`src/logic/host_msg_pkg.sv`:
```
package host_msg_pkg;

	// Host link word and control-register word
	typedef logic [31:0] item_t;
	typedef logic [31:0] register_t;

	// Command codes carried in the first word of a host message
	typedef enum logic [31:0] {
		GET_CONTROL_REGISTER = 32'd2,
		SET_CONTROL_REGISTER = 32'd3,
		GET_CONSOLE_STATUS   = 32'd4,
		GET_CONSOLE_DATA     = 32'd5,
		WRITE_CONSOLE_DATA   = 32'd6
	} host_cmd_t;

	typedef enum logic [2:0] {
		IDLE,
		READ_CR_WAIT_INDEX,
		READ_CR_SEND,
		WRITE_CR_WAIT_INDEX,
		WRITE_CR_WAIT_DATA,
		CONSOLE_STATUS_SEND,
		CONSOLE_DATA_SEND,
		CONSOLE_WRITE_WAIT
	} host_state_t;

endpackage

```
`src/logic/io_map_pkg.sv`:
```
package io_map_pkg;

	typedef logic [2:0]  thread_id_t;
	typedef logic [31:0] io_addr_t;
	typedef logic [31:0] io_data_t;
	typedef logic [7:0]  console_byte_t;

	// Load/store direction of a core IO request
	typedef enum logic {
		IO_READ  = 1'b0,
		IO_WRITE = 1'b1
	} io_op_t;

	// Memory-mapped console registers
	localparam io_addr_t IO_MAP_BASE         = 32'hFF00_0000;
	localparam io_addr_t CONSOLE_DATA_ADDR   = IO_MAP_BASE + 32'd0;
	localparam io_addr_t CONSOLE_STATUS_ADDR = IO_MAP_BASE + 32'd4;

	// Status register value when bytes are waiting
	localparam io_data_t CONSOLE_HAS_DATA = 32'd1;

endpackage

```
`src/logic/sync_fifo.sv`:
```
`timescale 1ns/10ps

module sync_fifo #(
	parameter int WIDTH             = 8,
	parameter int DEPTH             = 8,
	parameter int ALMOST_FULL_LEVEL = 6
) (
	input  logic             clk,
	input  logic             reset,
	input  logic             enqueue_i,
	input  logic [WIDTH-1:0] data_i,
	input  logic             dequeue_i,
	output logic [WIDTH-1:0] data_o,
	output logic             full_o,
	output logic             almost_full_o,
	output logic             empty_o
);

	localparam int PTR_W   = (DEPTH > 1) ? $clog2(DEPTH) : 1;
	localparam int COUNT_W = $clog2(DEPTH + 1);

	logic [WIDTH-1:0]   mem [DEPTH];
	logic [PTR_W-1:0]   rd_ptr;
	logic [PTR_W-1:0]   wr_ptr;
	logic [COUNT_W-1:0] count;
	logic               do_enq;
	logic               do_deq;

	// Requests against a full or empty buffer are dropped
	assign do_enq = enqueue_i & ~full_o;
	assign do_deq = dequeue_i & ~empty_o;

	always_ff @(posedge clk, posedge reset) begin
		if (reset) begin
			rd_ptr <= '0;
			wr_ptr <= '0;
			count  <= '0;
		end else begin
			if (do_enq)
				wr_ptr <= (wr_ptr == PTR_W'(DEPTH - 1)) ? '0 : wr_ptr + 1'b1;
			if (do_deq)
				rd_ptr <= (rd_ptr == PTR_W'(DEPTH - 1)) ? '0 : rd_ptr + 1'b1;
			if (do_enq & ~do_deq)
				count <= count + 1'b1;
			else if (do_deq & ~do_enq)
				count <= count - 1'b1;
		end
	end

	always_ff @(posedge clk) begin
		if (do_enq)
			mem[wr_ptr] <= data_i;
	end

	// Head word is visible without a read cycle
	assign data_o        = mem[rd_ptr];
	assign full_o        = (count == COUNT_W'(DEPTH));
	assign almost_full_o = (count >= COUNT_W'(ALMOST_FULL_LEVEL));
	assign empty_o       = (count == '0);

endmodule

```
`src/logic/host_command_fsm.sv`:
```
`timescale 1ns/10ps

module host_command_fsm (
	input  logic                      clk,
	input  logic                      reset,
	input  host_msg_pkg::item_t       item_data_i,
	input  logic                      item_valid_i,
	output logic                      item_avail_o,
	output host_msg_pkg::item_t       item_data_o,
	output logic                      item_valid_o,
	input  logic                      item_avail_i,
	output logic                      hr_read_valid_o,
	output logic                      hr_write_valid_o,
	output host_msg_pkg::register_t   cr_index_o,
	output host_msg_pkg::register_t   cr_write_data_o,
	input  host_msg_pkg::register_t   cr_response_i,
	input  io_map_pkg::console_byte_t to_host_byte_i,
	input  logic                      to_host_empty_i,
	output logic                      to_host_deq_o,
	input  logic                      from_host_full_i,
	output logic                      from_host_enq_o,
	output io_map_pkg::console_byte_t from_host_byte_o
);

	import host_msg_pkg::*;
	import io_map_pkg::*;

	host_state_t state;
	host_state_t next_state;
	register_t   write_index;
	logic        capture_index;

	always_ff @(posedge clk, posedge reset) begin
		if (reset)
			state <= IDLE;
		else
			state <= next_state;
	end

	// Index of a pending control-register write
	always_ff @(posedge clk) begin
		if (capture_index)
			write_index <= item_data_i;
	end

	// Only the low byte of a console write word is kept
	assign from_host_byte_o = item_data_i[7:0];

	always_comb begin
		next_state       = state;
		item_avail_o     = 1'b0;
		item_valid_o     = 1'b0;
		item_data_o      = '0;
		hr_read_valid_o  = 1'b0;
		hr_write_valid_o = 1'b0;
		cr_index_o       = '0;
		cr_write_data_o  = '0;
		to_host_deq_o    = 1'b0;
		from_host_enq_o  = 1'b0;
		capture_index    = 1'b0;

		unique case (state)
			IDLE: begin
				item_avail_o = 1'b1;
				if (item_valid_i) begin
					case (host_cmd_t'(item_data_i))
						GET_CONTROL_REGISTER: next_state = READ_CR_WAIT_INDEX;
						SET_CONTROL_REGISTER: next_state = WRITE_CR_WAIT_INDEX;
						GET_CONSOLE_STATUS:   next_state = CONSOLE_STATUS_SEND;
						GET_CONSOLE_DATA:     next_state = CONSOLE_DATA_SEND;
						WRITE_CONSOLE_DATA:   next_state = CONSOLE_WRITE_WAIT;
						// Unknown codes are swallowed
						default:              next_state = IDLE;
					endcase
				end
			end

			READ_CR_WAIT_INDEX: begin
				item_avail_o = 1'b1;
				if (item_valid_i) begin
					hr_read_valid_o = 1'b1;
					cr_index_o      = item_data_i;
					next_state      = READ_CR_SEND;
				end
			end

			// Register file holds its answer until the word leaves
			READ_CR_SEND: begin
				item_valid_o = 1'b1;
				item_data_o  = cr_response_i;
				if (item_avail_i)
					next_state = IDLE;
			end

			WRITE_CR_WAIT_INDEX: begin
				item_avail_o = 1'b1;
				if (item_valid_i) begin
					capture_index = 1'b1;
					next_state    = WRITE_CR_WAIT_DATA;
				end
			end

			WRITE_CR_WAIT_DATA: begin
				item_avail_o = 1'b1;
				if (item_valid_i) begin
					hr_write_valid_o = 1'b1;
					cr_index_o       = write_index;
					cr_write_data_o  = item_data_i;
					next_state       = IDLE;
				end
			end

			CONSOLE_STATUS_SEND: begin
				item_valid_o = 1'b1;
				item_data_o  = {31'd0, ~to_host_empty_i};
				if (item_avail_i)
					next_state = IDLE;
			end

			CONSOLE_DATA_SEND: begin
				item_valid_o  = 1'b1;
				item_data_o   = {24'd0, to_host_byte_i};
				to_host_deq_o = item_avail_i & ~to_host_empty_i;
				if (item_avail_i)
					next_state = IDLE;
			end

			// Host is held off while the core has not drained the FIFO
			CONSOLE_WRITE_WAIT: begin
				item_avail_o = ~from_host_full_i;
				if (item_valid_i & ~from_host_full_i) begin
					from_host_enq_o = 1'b1;
					next_state      = IDLE;
				end
			end

			default: next_state = IDLE;
		endcase
	end

endmodule

```
`src/logic/io_console_bridge.sv`:
```
`timescale 1ns/10ps

module io_console_bridge (
	input  logic                      clk,
	input  logic                      reset,
	input  io_map_pkg::thread_id_t    req_thread_i,
	input  io_map_pkg::io_op_t        req_op_i,
	input  io_map_pkg::io_addr_t      req_addr_i,
	input  io_map_pkg::io_data_t      req_data_i,
	input  logic                      req_empty_i,
	output logic                      req_deq_o,
	input  logic                      to_host_full_i,
	output logic                      to_host_enq_o,
	output io_map_pkg::console_byte_t to_host_byte_o,
	input  io_map_pkg::console_byte_t from_host_byte_i,
	input  logic                      from_host_empty_i,
	output logic                      from_host_deq_o,
	output logic                      io_resp_valid_o,
	output io_map_pkg::thread_id_t    io_resp_thread_o,
	output io_map_pkg::io_data_t      io_resp_data_o,
	input  logic                      io_resp_consumed_i
);

	import io_map_pkg::*;

	typedef enum logic {
		IO_IDLE,
		IO_RESP
	} io_state_t;

	io_state_t io_state;
	io_data_t  read_data;
	io_data_t  resp_data;
	logic      resp_pop;
	logic      start_read;

	assign start_read = (io_state == IO_IDLE) & ~req_empty_i & (req_op_i == IO_READ);

	// Value a read of the head address would return right now
	always_comb begin
		if (req_addr_i == CONSOLE_DATA_ADDR)
			read_data = {24'd0, from_host_byte_i};
		else if (req_addr_i == CONSOLE_STATUS_ADDR)
			read_data = from_host_empty_i ? '0 : CONSOLE_HAS_DATA;
		else
			read_data = '0;
	end

	always_ff @(posedge clk, posedge reset) begin
		if (reset) begin
			io_state <= IO_IDLE;
		end else begin
			case (io_state)
				IO_IDLE: if (start_read) io_state <= IO_RESP;
				IO_RESP: if (io_resp_consumed_i) io_state <= IO_IDLE;
				default: io_state <= IO_IDLE;
			endcase
		end
	end

	// Response is frozen so a late host byte cannot change it mid-handshake
	always_ff @(posedge clk) begin
		if (start_read) begin
			resp_data <= read_data;
			resp_pop  <= (req_addr_i == CONSOLE_DATA_ADDR) & ~from_host_empty_i;
		end
	end

	assign to_host_byte_o   = req_data_i[7:0];
	assign io_resp_valid_o  = (io_state == IO_RESP);
	assign io_resp_thread_o = req_thread_i;
	assign io_resp_data_o   = resp_data;

	always_comb begin
		req_deq_o       = 1'b0;
		to_host_enq_o   = 1'b0;
		from_host_deq_o = 1'b0;

		if (io_state == IO_IDLE) begin
			if (~req_empty_i & (req_op_i == IO_WRITE)) begin
				// Console byte waits at the head while the FIFO is full
				if (req_addr_i == CONSOLE_DATA_ADDR) begin
					to_host_enq_o = ~to_host_full_i;
					req_deq_o     = ~to_host_full_i;
				end else begin
					req_deq_o = 1'b1;
				end
			end
		end else begin
			req_deq_o       = io_resp_consumed_i;
			from_host_deq_o = io_resp_consumed_i & resp_pop;
		end
	end

endmodule

```
`src/logic/host_console_top.sv`:
```
`timescale 1ns/10ps

module host_console_top #(
	parameter int CONSOLE_DEPTH  = 8,
	parameter int IO_QUEUE_DEPTH = 4
) (
	input  logic                    clk,
	input  logic                    reset,
	input  host_msg_pkg::item_t     item_data_i,
	input  logic                    item_valid_i,
	output logic                    item_avail_o,
	output host_msg_pkg::item_t     item_data_o,
	output logic                    item_valid_o,
	input  logic                    item_avail_i,
	output logic                    hr_read_valid_o,
	output logic                    hr_write_valid_o,
	output host_msg_pkg::register_t cr_index_o,
	output host_msg_pkg::register_t cr_write_data_o,
	input  host_msg_pkg::register_t cr_response_i,
	input  logic                    io_req_valid_i,
	input  io_map_pkg::thread_id_t  io_req_thread_i,
	input  io_map_pkg::io_op_t      io_req_op_i,
	input  io_map_pkg::io_addr_t    io_req_addr_i,
	input  io_map_pkg::io_data_t    io_req_data_i,
	output logic                    io_available_o,
	output logic                    io_resp_valid_o,
	output io_map_pkg::thread_id_t  io_resp_thread_o,
	output io_map_pkg::io_data_t    io_resp_data_o,
	input  logic                    io_resp_consumed_i
);

	import io_map_pkg::*;

	localparam int REQ_WIDTH = $bits(thread_id_t) + $bits(io_op_t) + $bits(io_addr_t)
		+ $bits(io_data_t);

	logic [REQ_WIDTH-1:0] req_in;
	logic [REQ_WIDTH-1:0] req_head;
	thread_id_t           head_thread;
	logic                 head_op;
	io_addr_t             head_addr;
	io_data_t             head_data;
	logic                 req_empty;
	logic                 req_deq;
	logic                 queue_almost_full;

	console_byte_t to_host_in;
	console_byte_t to_host_out;
	logic          to_host_enq;
	logic          to_host_deq;
	logic          to_host_full;
	logic          to_host_empty;

	console_byte_t from_host_in;
	console_byte_t from_host_out;
	logic          from_host_enq;
	logic          from_host_deq;
	logic          from_host_full;
	logic          from_host_empty;

	assign req_in = {io_req_thread_i, io_req_op_i, io_req_addr_i, io_req_data_i};
	assign {head_thread, head_op, head_addr, head_data} = req_head;

	// Leaves room for requests already in flight from the load/store unit
	assign io_available_o = ~queue_almost_full;

	sync_fifo #(
		.WIDTH             (REQ_WIDTH),
		.DEPTH             (IO_QUEUE_DEPTH),
		.ALMOST_FULL_LEVEL (IO_QUEUE_DEPTH - 2)
	) io_request_queue (
		.clk           (clk),
		.reset         (reset),
		.enqueue_i     (io_req_valid_i & io_available_o),
		.data_i        (req_in),
		.dequeue_i     (req_deq),
		.data_o        (req_head),
		.full_o        (),
		.almost_full_o (queue_almost_full),
		.empty_o       (req_empty)
	);

	sync_fifo #(
		.WIDTH             ($bits(console_byte_t)),
		.DEPTH             (CONSOLE_DEPTH),
		.ALMOST_FULL_LEVEL (CONSOLE_DEPTH)
	) to_host_fifo (
		.clk           (clk),
		.reset         (reset),
		.enqueue_i     (to_host_enq),
		.data_i        (to_host_in),
		.dequeue_i     (to_host_deq),
		.data_o        (to_host_out),
		.full_o        (to_host_full),
		.almost_full_o (),
		.empty_o       (to_host_empty)
	);

	sync_fifo #(
		.WIDTH             ($bits(console_byte_t)),
		.DEPTH             (CONSOLE_DEPTH),
		.ALMOST_FULL_LEVEL (CONSOLE_DEPTH)
	) from_host_fifo (
		.clk           (clk),
		.reset         (reset),
		.enqueue_i     (from_host_enq),
		.data_i        (from_host_in),
		.dequeue_i     (from_host_deq),
		.data_o        (from_host_out),
		.full_o        (from_host_full),
		.almost_full_o (),
		.empty_o       (from_host_empty)
	);

	host_command_fsm host_command_fsm_i (
		.clk              (clk),
		.reset            (reset),
		.item_data_i      (item_data_i),
		.item_valid_i     (item_valid_i),
		.item_avail_o     (item_avail_o),
		.item_data_o      (item_data_o),
		.item_valid_o     (item_valid_o),
		.item_avail_i     (item_avail_i),
		.hr_read_valid_o  (hr_read_valid_o),
		.hr_write_valid_o (hr_write_valid_o),
		.cr_index_o       (cr_index_o),
		.cr_write_data_o  (cr_write_data_o),
		.cr_response_i    (cr_response_i),
		.to_host_byte_i   (to_host_out),
		.to_host_empty_i  (to_host_empty),
		.to_host_deq_o    (to_host_deq),
		.from_host_full_i (from_host_full),
		.from_host_enq_o  (from_host_enq),
		.from_host_byte_o (from_host_in)
	);

	io_console_bridge io_console_bridge_i (
		.clk                (clk),
		.reset              (reset),
		.req_thread_i       (head_thread),
		.req_op_i           (io_op_t'(head_op)),
		.req_addr_i         (head_addr),
		.req_data_i         (head_data),
		.req_empty_i        (req_empty),
		.req_deq_o          (req_deq),
		.to_host_full_i     (to_host_full),
		.to_host_enq_o      (to_host_enq),
		.to_host_byte_o     (to_host_in),
		.from_host_byte_i   (from_host_out),
		.from_host_empty_i  (from_host_empty),
		.from_host_deq_o    (from_host_deq),
		.io_resp_valid_o    (io_resp_valid_o),
		.io_resp_thread_o   (io_resp_thread_o),
		.io_resp_data_o     (io_resp_data_o),
		.io_resp_consumed_i (io_resp_consumed_i)
	);

endmodule

```
`config.mk`:
```
export PLATFORM = sky130hd
export DESIGN_NAME = host_console_top
export DESIGN_NICKNAME = d
export VERILOG_FILES = /design/src/logic/host_msg_pkg.sv /design/src/logic/io_map_pkg.sv /design/src/logic/sync_fifo.sv /design/src/logic/host_command_fsm.sv /design/src/logic/io_console_bridge.sv /design/src/logic/host_console_top.sv
export SDC_FILE = /design/constraint.sdc
export NUM_CORES = 1
export LEC_CHECK = 0
export BUFFER_PORTS_ARGS = -buffer_cell sky130_fd_sc_hd__buf_2
export CAP_MARGIN = 20
export CORE_UTILIZATION = 55
export CTS_BUF_LIST = sky130_fd_sc_hd__clkbuf_4
export DETAILED_ROUTE_END_ITERATION = 10
export PLACE_DENSITY = 0.84
export SLEW_MARGIN = 5
export SYNTH_ARGS = -nofsm -noshare
export SYNTH_HDL_FRONTEND = slang
export SYNTH_HIERARCHICAL = 1
export SYNTH_SLANG_ARGS = --single-unit
```
`constraint.sdc`:
```
create_clock -name clk -period 9.8 [get_ports clk]
set_input_delay 1.47 -clock clk [delete_from_list [all_inputs] [get_ports clk]]
set_output_delay 1.47 -clock clk [all_outputs]
set_load 0.02 [all_outputs]
```
==> reports/metrics.cfg, run 1 <==
[outcome]
run_status=complete, no violations

[clocking]
root_buffer=sky130_fd_sc_hd__clkbuf_4
cts_num_sinks=376
cts_buffers=89
clk_latency_ns=0.75
post_cts.resized_instances=0
cts.reportedPaths.clkPinSlew_ns=0.07
post_cts_hold_fix_bufs=0
cts_setup_buffers=0
cts_tree=done
clock_path_buffers=3
cts.htree.levels=3

[hold_path]
hold_path_depth=1
holdCritStartpoint=io_request_queue/count[2]
min-delay-path-class=flip-flop to flip-flop
min_delay_worst_endpoint=io_request_queue/count[2]

[drt]
route.vias.total=8847
vias_per_cell=5.485
highest-signal-layer=met5
detailroute.wirelength.met2_mm=15.34
wl_per_cell_um=19.02
drt_first_pass_iters=6
post_detailed_route_count_of_antenna_violating_nets=0
met3_wire_length_mm=2.312
detail_route.drc_violations=0
detailed_router_s_first_iteration_violation_count=642
detail_route.wirelength.met1_mm=12.08
drt_wl_total_mm=30.69

[layout]
design.final.nets=1315
multi_input_logic_area_um2=4522
layout-drive-gt1-share_pct=42.52
syn_to_final_growth_pct=14.81
layout.core_utilization_pct=64.62
sequential_cell_area_um2=11140
fillers=1968

[logic_synthesis]
synth_area_um2=16240
synth.yosys.warnings=6
synthesis.instances=882
postSynthAreaPerCell_um2=18.42

[worst_setup_path]
critPathRequiredTime_ns=10.37
crit_chain=buf_4, mux4_2, nor4b_1, nand2_1, nor4_4, nor3b_2, nand2_4, inv_1, ha_1, inv_1, ha_1, or4_1, nand3_1, o221ai_1
worst-setup-path-type=flip-flop to flip-flop
critPathMaxFanout=39
r2r.worst_path.cells=14
kind_of_end_point_of_the_critical_path=flip-flop
critical_path.max_stage_delay_ns=0.64
reg2reg_to=to_host_fifo/count[3]
setup.reg_to_reg.worst_slack_ns=4.71
worst_reg2reg_path_startpoint=io_request_queue/rd_ptr[0]
setup.worst_path.start_class=flip-flop
worst_ep_arrival_time_ns=5.66
cpMaxStageDelayCell=sky130_fd_sc_hd__buf_4

[floorplan]
die_h_um=173.9
start_util_pct=56.29
std_cell_rows=62
floorplan.die_area_um2=30220
core_region_area_um2=28860
number_of_top_level_pins=275
chipWidth_um=173.9

[timing]
final.period_utilization_pct=51.98
fmax_mhz=196.3
worst_pin_slew_ns=1.050
final.setup_skew_ns=0.07706
grt_setup_unrepaired=no
timing.final.setup_violations=0
final_max_slew_viol_count=0
max_slew_margin_pct=30.00
hold_viol=0
totalNegativeSetupSlack_ns=0
period_needed_ns=5.094

[pwr]
cellPowerDensity_nw_per_um2=205.2
leakage_nw=7.112
ir_drop_mv=0.1766

[grt]
grt_start_max_net_pins=66
first_pass_grt_wire_length_mm=48.10
grt_pass1_vias=9127
antenna_found_initial=5
grt_remaining_overflow=0
grt_use_total_pct=20.73

[placed_design]
port_buffers=226
globalplace.congestion=0.7949
detailedPlacementHpwl_mm=19.82

[run]
cap_violations=0

per-layer routing:
| metal | vias to the layer above | track usage (%) |
|---|---|---|
| met2 | 356 | 34.00 |
| met1 | 4371 | 25.97 |
| met3 | 69 | 5.439 |
| li1 | 4049 | - |
| met5 | - | 0 |
| met4 | 2 | 9.576 |
power by group:
group / total (mW) / leakage (nW) / internal [mW] / switching [mW]
registers: 1.97 / 3.53 / 1.91 / 0.0600
logic: 0.612 / 2.90 / 0.274 / 0.339
clock network: 1.25 / 0.683 / 0.646 / 0.600
total: 3.83 / 7.11 / 2.83 / 0.998
layout make-up:
type	count	share of cell area, %
Antenna cell	6	0.08051
Multi-Input combinational cell	424	24.25
Timing Repair Buffer	245	6.830
Tap cell	384	2.576
Clock buffer	131	5.273
Clock inverter	29	0.9057
Sequential cell	376	59.73
Inverter	18	0.3623
worst max-delay path by stage:
stage                          startpoint               endpoint  slack [ns]  cells past startpoint
2_1_floorplan  io_request_queue/rd_ptr[0]  to_host_fifo/count[3]        5.86                     15
3_3_place_gp   io_request_queue/rd_ptr[0]  to_host_fifo/count[3]        4.62                     14
3_5_place_dp   io_request_queue/rd_ptr[0]  to_host_fifo/count[3]        4.59                     14
4_1_cts        io_request_queue/rd_ptr[0]  to_host_fifo/count[3]        4.60                     14
5_1_grt        io_request_queue/rd_ptr[0]  to_host_fifo/count[3]        4.22                     14
6_report       io_request_queue/rd_ptr[0]  to_host_fifo/count[3]        4.71                     14
worst max-delay path: cells and delay by family, from the launching register on:
family                   cells  cell delay (ns)
AO/OA/AOI/OAI                1             0.10
adder cells (fa/ha/maj)      2             0.60
buffers and inverters        3             0.85
flip-flops                   1             0.54
multiplexers                 1             0.59
AND/OR/NAND/NOR              7             2.26
placed cells by master, fill, tap and decap left out, types with 5 or more instances in the layout:
cell type and count:
sky130_fd_sc_hd__inv_1 17, sky130_fd_sc_hd__and2_1 58, sky130_fd_sc_hd__nor4_1 14, sky130_fd_sc_hd__a21o_1 6, sky130_fd_sc_hd__mux4_2 64, sky130_fd_sc_hd__clkbuf_4 131, sky130_fd_sc_hd__buf_4 19, sky130_fd_sc_hd__o21ai_0 7
sky130_fd_sc_hd__dfrtp_1 29, sky130_fd_sc_hd__nand3b_1 5, sky130_fd_sc_hd__mux2i_1 11, sky130_fd_sc_hd__and2_2 12, sky130_fd_sc_hd__mux2_1 5, sky130_fd_sc_hd__ha_1 20, sky130_fd_sc_hd__buf_2 226, sky130_fd_sc_hd__mux2_4 14
sky130_fd_sc_hd__nor3_1 15, sky130_fd_sc_hd__nand2_1 13, sky130_fd_sc_hd__a22o_1 32, sky130_fd_sc_hd__nor2b_1 5, sky130_fd_sc_hd__nand2b_1 7, sky130_fd_sc_hd__nor2_1 20, sky130_fd_sc_hd__mux4_1 12, sky130_fd_sc_hd__mux2_2 15
sky130_fd_sc_hd__clkinv_1 18, sky130_fd_sc_hd__edfxtp_1 345, sky130_fd_sc_hd__conb_1 24, sky130_fd_sc_hd__xnor2_1 6, sky130_fd_sc_hd__diode_2 6
registers in the layout, indices dropped and copies added, names as in the netlist, 4 cells and up:
name and count:
from_host_fifo/mem 64, io_request_queue/mem 176, io_console_bridge_i/io_resp_data_o 8, from_host_fifo/count 4, to_host_fifo/mem 64, host_command_fsm_i/write_index 32
to_host_fifo/count 4
stage by stage:
stage / hold slack [ns] / instance area [um^2] / setup slack, ns / cells / total power [mW]
after floorplan: 0.5038 / 16330 / 5.860 / 905 / 2.495
after global placement: 0.5402 / 17480 / 4.624 / 1447 / 2.597
after detailed placement: 0.5402 / 17480 / 4.588 / 1447 / 2.625
after CTS: 0.5491 / 18630 / 4.597 / 1607 / 3.871
after global routing: 0.5678 / 18640 / 4.217 / 1609 / 4.008
final: 0.5469 / 18650 / 4.706 / 1613 / 3.826
Power figures use the tool's default switching activity.
==> inputs of run 2 (changes only) <==
clock period = 5 ns   (was 9.8 ns; I/O delays follow)
==> run 2 against run 1 <==
  * Sequential power grew 96%
  * Final area grew 0.52%
  * Register-to-register slack lost 4.2 ns
  * Routed wire length shrank 0.23%
  * Core utilization grew 0.33 points
==> reports/metrics.cfg, run 2 (synthesized netlist as in run 1, its figures left out) <==
[worst_setup_path]
worst-setup-path-type=flip-flop to flip-flop
worst_ep_arrival_time_ns=5.02
cpMaxStageDelayCell=sky130_fd_sc_hd__dfrtp_2
critPathRequiredTime_ns=5.56
path_buf_inv=3
critical_path.max_stage_delay_ns=0.54
worst_reg2reg_path_startpoint=io_request_queue/rd_ptr[0]
setup.worst_path.start_class=flip-flop
critPathMaxFanout=16
crit_family=simple AND/OR/NAND/NOR gates
crit_chain=buf_12, mux4_2, nor4b_1, nand2_1, nor4_4, nor3b_2, nand2_4, inv_1, ha_1, inv_1, ha_1, or4_1, nand3_1, o221ai_1
worstSetupStartpoint=io_request_queue/rd_ptr[0]
kind_of_end_point_of_the_critical_path=flip-flop

[timing]
final_max_slew_viol_count=0
period_needed_ns=4.454
finalWorstSetupSlack_ns=0.5463
max_slew_margin_pct=31.99
worst_pin_slew_ns=1.020
fmax_mhz=224.5
final.period_utilization_pct=89.07
grt_setup_unrepaired=no
totalNegativeSetupSlack_ns=0
hold_viol=0
timing.final.setup_violations=0
final.setup_skew_ns=0.08000

[outcome]
run_status=complete, no violations

[grt]
first_pass_grt_wire_length_mm=48.04
grt_start_max_net_pins=66
grt_remaining_overflow=0
antenna_found_initial=5
grt_use_total_pct=20.77
grt_pass1_vias=9099

[drt]
detailed_router_s_first_iteration_violation_count=510
wl_per_cell_um=18.91
drt_first_pass_iters=4
drt_wl_total_mm=30.61
vias_per_cell=5.441
route.vias.total=8809
detail_route.drc_violations=0
post_detailed_route_count_of_antenna_violating_nets=0

[clocking]
post_cts_hold_fix_bufs=1
cts.reportedPaths.clkPinSlew_ns=0.06
cts_setup_buffers=0
post_cts.resized_instances=0
clk_latency_ns=0.77
cts.htree.levels=3
cts_tree=done
clock_path_buffers=3
cts_buffers=92
cts_num_sinks=376
root_buffer=sky130_fd_sc_hd__clkbuf_4

[layout]
flip_flop_count_of_the_largest_register_all_copies_and_words_added=176
largest_register=io_request_queue/mem
design.final.nets=1328
layout-drive-gt1-share_pct=43.07
mostFrequentLayoutCells=345 x sky130_fd_sc_hd__edfxtp_1, 226 x sky130_fd_sc_hd__buf_2, 137 x sky130_fd_sc_hd__clkbuf_4, 64 x sky130_fd_sc_hd__mux4_2, 58 x sky130_fd_sc_hd__and2_1
syn_to_final_growth_pct=15.41
stdcell_area_um2=18750
largest_registers=io_request_queue/mem x176, from_host_fifo/mem x64, to_host_fifo/mem x64
final_common_cell=sky130_fd_sc_hd__edfxtp_1
fillers=1945
layout.core_utilization_pct=64.96

[floorplan]
std_cell_rows=62
number_of_top_level_pins=275
floorplan.die_area_um2=30220
chipWidth_um=173.9
start_util_pct=56.29
core_region_area_um2=28860
die_h_um=173.9

[pwr]
intPower_mw=5.572
cellPowerDensity_nw_per_um2=401.9
total_switching_power_mw=1.961
leakage_nw=7.173
power.share.sequential_pct=51.2
combinationalPowerShare_pct=16.5
power.share.switching_pct=26.03
clock_power_share_pct=32.3
ir_drop_mv=0.3496

[placed_design]
detailedPlace.worstSlack_ns=0.5499
globalplace.congestion=0.8164
port_buffers=226
detailedPlacementHpwl_mm=20.24
placedInstanceArea_um2=17570

[hold_path]
min-delay-path-class=input port to flip-flop
holdCritStartpoint=io_req_addr_i[24]

[run]
cap_violations=0

run 2: changes by cell type in the layout (fill, tap and decap cells not counted), moves of 2 or more:
cell / before / now
sky130_fd_sc_hd__inv_8: 0 / 2
sky130_fd_sc_hd__clkbuf_4: 131 / 137
sky130_fd_sc_hd__diode_2: 6 / 2
sky130_fd_sc_hd__buf_4: 19 / 26
sky130_fd_sc_hd__inv_6: 4 / 1
sky130_fd_sc_hd__clkinv_1: 18 / 16
sky130_fd_sc_hd__clkinv_2: 4 / 0
run 2: path summary, 6_finish.rpt:
kind                            slack [ns]  cells past startpoint                             endpoint
worst max register to register        0.55                     14                to_host_fifo/count[3]
worst min register to register        0.54                      1            io_request_queue/count[2]
worst max-delay path                  0.55                     14                to_host_fifo/count[3]
max in group asynchronous             4.07                      3                to_host_fifo/count[3]
min in group asynchronous             0.50                      3  io_console_bridge_i/io_resp_valid_o
worst min-delay path                  0.19                      1          io_request_queue/mem[0][56]
run 2: cell type report:
| class | instances | area [um^2] | area share [%] |
|---|---|---|---|
| Sequential cell | 376 | 11140 | 59.42 |
| Inverter | 18 | 67.56 | 0.3604 |
| Clock buffer | 137 | 1028 | 5.487 |
| Tap cell | 384 | 480.5 | 2.563 |
| Timing Repair Buffer | 255 | 1371 | 7.315 |
| Clock inverter | 23 | 132.6 | 0.7075 |
| Multi-Input combinational cell | 424 | 4522 | 24.12 |
| Antenna cell | 2 | 5.005 | 0.02670 |
run 2: per-layer routing:
metal	GRT usage, %	vias up	wire length, um
met5	0	-	34
met3	5.351	57	1856
met2	34.75	322	15780
met1	26.06	4347	12390
li1	-	4077	-
met4	8.151	6	556
run 2: power by group through the flow:
stage	clock network (mW)	registers [mW]	logic, mW
6_report	2.44	3.86	1.24
5_1_grt	2.67	3.88	1.34
3_5_place_dp	0	3.93	1.25
4_1_cts	2.52	3.86	1.26
2_1_floorplan	0	3.90	0.992
3_3_place_gp	0	3.91	1.22
run 2: per-stage QoR:
| stage | hold slack (ns) | power (mW) | cells |
|---|---|---|---|
| floorplan | 0.4787 | 4.891 | 905 |
| global placement | 0.5324 | 5.132 | 1455 |
| detailed placement | 0.5372 | 5.180 | 1456 |
| CTS | 0.1249 | 7.639 | 1617 |
| global route | 0.1274 | 7.894 | 1618 |
| finish | 0.1944 | 7.533 | 1619 |
==> inputs of run 3 (changes only) <==
PLACE_DENSITY = 0.86   (was 0.84)
SYNTH_HIERARCHICAL = not set   (was 1)
==> run 3 against run 2 <==
  * Global-route usage grew 0.71 points
  * Synthesized cell count decreased by 3.4%
  * Routed wire length down 3.7%
  * Clock skew fell by 0.023 ns
  * Register-to-register slack better by 0.58 ns
  * Power down 4.9%
  * Critical path type unchanged
  * Largest cell class unchanged
  * Highest routed layer unchanged
==> reports/metrics.cfg, run 3 <==
[clocking]
cts.htree.levels=3
clk_latency_ns=0.71
cts_setup_buffers=0
root_buffer=sky130_fd_sc_hd__clkbuf_4
post_cts_hold_fix_bufs=0
cts_buffers=91
cts.reportedPaths.clkPinSlew_ns=0.07
cts_num_sinks=376
post_cts.resized_instances=0
clock_path_buffers=3
cts_tree=done

[logic_synthesis]
postSynthAreaPerCell_um2=17.74
dominantRegCellSynth=sky130_fd_sc_hd__edfxtp_1
ys_seq_elements=376
synth.largest_area_cell=sky130_fd_sc_hd__edfxtp_1
synth.yosys.warnings=0
synth_top_area_share_pct=68.53
synthesis.instances=852
async_reset_ff_share_pct=8.245
synth_top_cells_by_count=345 x sky130_fd_sc_hd__edfxtp_1, 56 x sky130_fd_sc_hd__and2_1, 46 x sky130_fd_sc_hd__mux4_2
synthTopCellsByArea=sky130_fd_sc_hd__edfxtp_1 69%, sky130_fd_sc_hd__mux4_2 6.9%, sky130_fd_sc_hd__dfrtp_1 5.1%
synth-edff-count=345
most_used_standard_cell_by_instance_count_after_synthesis=sky130_fd_sc_hd__edfxtp_1
synth_area_um2=15120
yosysUniqueCellTypes=55
synth.yosys.seq_area_share_pct=73.66

[pwr]
power.share.sequential_pct=53.5
combinationalPowerShare_pct=12.9
total_switching_power_mw=1.854
clock_power_share_pct=33.6
intPower_mw=5.308
cellPowerDensity_nw_per_um2=403.6
leakage_nw=6.707
ir_drop_mv=0.3039
power.share.switching_pct=25.89

[worst_setup_path]
setup.worst_path.start_class=flip-flop
critical_path.most_common_cell=sky130_fd_sc_hd__ha_1
crit_chain=buf_4, nand3_1, o21ai_0, a32oi_1, nor3_2, ha_1, inv_1, ha_1, a21o_1, a21oi_1, xnor2_1, nor2_1, xor2_1
reg2reg_to=to_host_fifo.count[3]
path_buf_inv=2
worst-setup-path-type=flip-flop to flip-flop
kind_of_end_point_of_the_critical_path=flip-flop
critPathRequiredTime_ns=5.53
worst_ep_arrival_time_ns=4.41
crit_family=compound AO/OA/AOI/OAI gates
critical_path.max_stage_delay_ns=0.68
setup.reg_to_reg.worst_slack_ns=1.12
cpMaxStageDelayCell=sky130_fd_sc_hd__dfrtp_1
worst_reg2reg_path_startpoint=io_request_queue.rd_ptr[0]
critPathMaxFanout=18
r2r.worst_path.cells=13

[layout]
finish.cell_count_without_fillers=1565
final_common_cell=sky130_fd_sc_hd__edfxtp_1
syn_to_final_growth_pct=17.39
largest_registers=io_request_queue.mem x176, from_host_fifo.mem x64, to_host_fifo.mem x64
layout.core_utilization_pct=65.85
design.final.nets=1310
layout-drive-gt1-share_pct=37.00
mostFrequentLayoutCells=345 x sky130_fd_sc_hd__edfxtp_1, 226 x sky130_fd_sc_hd__buf_2, 133 x sky130_fd_sc_hd__clkbuf_4, 56 x sky130_fd_sc_hd__and2_1, 46 x sky130_fd_sc_hd__mux4_2
largest_register=io_request_queue.mem
fillers=1803
flip_flop_count_of_the_largest_register_all_copies_and_words_added=176

[floorplan]
floorplan.die_area_um2=28160
start_util_pct=56.10
std_cell_rows=60
number_of_top_level_pins=275
core_region_area_um2=26950
chipWidth_um=167.8
die_h_um=167.8

[timing]
final.setup_skew_ns=0.05742
grt_setup_unrepaired=no
hold_slack_ns=0.1759
hold_viol=0
fmax_mhz=257.8
totalNegativeSetupSlack_ns=0
period_needed_ns=3.879
final.period_utilization_pct=77.57
worst_pin_slew_ns=1.074
max_slew_margin_pct=28.39
final_max_slew_viol_count=0
finalWorstSetupSlack_ns=1.121
timing.final.setup_violations=0

[placed_design]
globalplace.congestion=0.8232
port_buffers=226
detailedPlacementHpwl_mm=19.14
detailedPlace.worstSlack_ns=1.116
post-place-cells=1394

[grt]
grt_remaining_overflow=0
grt_start_max_net_pins=66
first_pass_grt_wire_length_mm=46.00
antenna_found_initial=6
grt_pass1_vias=8804
grt_use_total_pct=21.48

[run]
cap_violations=0

[drt]
route.vias.total=8670
drt_wl_total_mm=29.49
post_detailed_route_count_of_antenna_violating_nets=0
wl_per_cell_um=18.84
drt_first_pass_iters=5
detailed_router_s_first_iteration_violation_count=630
detail_route.drc_violations=0
vias_per_cell=5.540

[outcome]
run_status=complete, no violations

[hold_path]
min-delay-path-class=input port to asynchronous set/reset pin

## run 3: routing by layer
layer | GRT usage (%) | vias up | wire (um)
met1 | 26.42 | 4247 | 11510
met2 | 36.41 | 384 | 14910
met4 | 8.097 | 2 | 658
met5 | 0 | - | 13
li1 | - | 3982 | -
met3 | 5.994 | 55 | 2406
## run 3: cell type report
class / instances / area [um^2] / share of cell area, %
multi-input combinational: 428 / 3719 / 20.95
sequential: 376 / 11140 / 62.75
tap: 341 / 426.7 / 2.404
antenna: 5 / 12.51 / 0.07050
timing repair buffer: 240 / 1269 / 7.149
clock inverter: 30 / 141.4 / 0.7967
clock buffer: 133 / 998.5 / 5.626
inverter: 12 / 45.04 / 0.2538
## run 3: stage by stage
| step | cell area, um^2 | total power [mW] |
|---|---|---|
| final | 17750 | 7.163 |
| after global routing | 17740 | 7.479 |
| after CTS | 17680 | 7.243 |
| after detailed placement | 16540 | 4.831 |
| after global placement | 16540 | 4.777 |
| after floorplan | 15200 | 4.507 |
## run 3: logic make-up (layout without fill, tap and decap cells)
group           count (synthesis)  after routing  share of synthesized area (%)
compound gates                 79             79                          3.964
flops                         376            376                          73.66
xor+xnor                       12             12                         0.6952
fa+ha+maj                      23             23                          2.052
mux                            75             75                          8.880
other cells                     1             29                        0.02480
buf+inv                        71            415                          2.417
simple gates                  215            215                          8.309
## run 3: worst max-delay path by stage
stage	endpoint	depth (start not counted)	slack [ns]	start
floorplan	to_host_fifo.count[3]	14	1.79	io_request_queue.mem[2][36]
global route	to_host_fifo.count[3]	13	0.69	io_request_queue.rd_ptr[0]
CTS	to_host_fifo.count[3]	13	1.05	io_request_queue.rd_ptr[0]
global placement	to_host_fifo.count[3]	13	1.28	io_request_queue.rd_ptr[0]
detailed placement	to_host_fifo.count[3]	13	1.12	io_request_queue.rd_ptr[0]
finish	to_host_fifo.count[3]	13	1.12	io_request_queue.rd_ptr[0]
## run 3: power by group through the flow
stage               Combinational (mW)  Sequential [mW]  Clock [mW]
floorplan                        0.619             3.89           0
global placement                 0.887             3.89           0
detailed placement               0.930             3.90           0
CTS                              0.931             3.84        2.48
global route                      1.01             3.85        2.62
finish                           0.925             3.83        2.41
## run 3: worst register-to-register path, cell delays in order (launching register included)
cell	delay (ns)
sky130_fd_sc_hd__dfrtp_1	0.68
sky130_fd_sc_hd__buf_4	0.39
sky130_fd_sc_hd__nand3_1	0.12
sky130_fd_sc_hd__o21ai_0	0.19
sky130_fd_sc_hd__a32oi_1	0.33
sky130_fd_sc_hd__nor3_2	0.62
sky130_fd_sc_hd__ha_1	0.30
sky130_fd_sc_hd__inv_1	0.10
sky130_fd_sc_hd__ha_1	0.31
sky130_fd_sc_hd__a21o_1	0.17
sky130_fd_sc_hd__a21oi_1	0.17
sky130_fd_sc_hd__xnor2_1	0.14
sky130_fd_sc_hd__nor2_1	0.07
sky130_fd_sc_hd__xor2_1	0.14
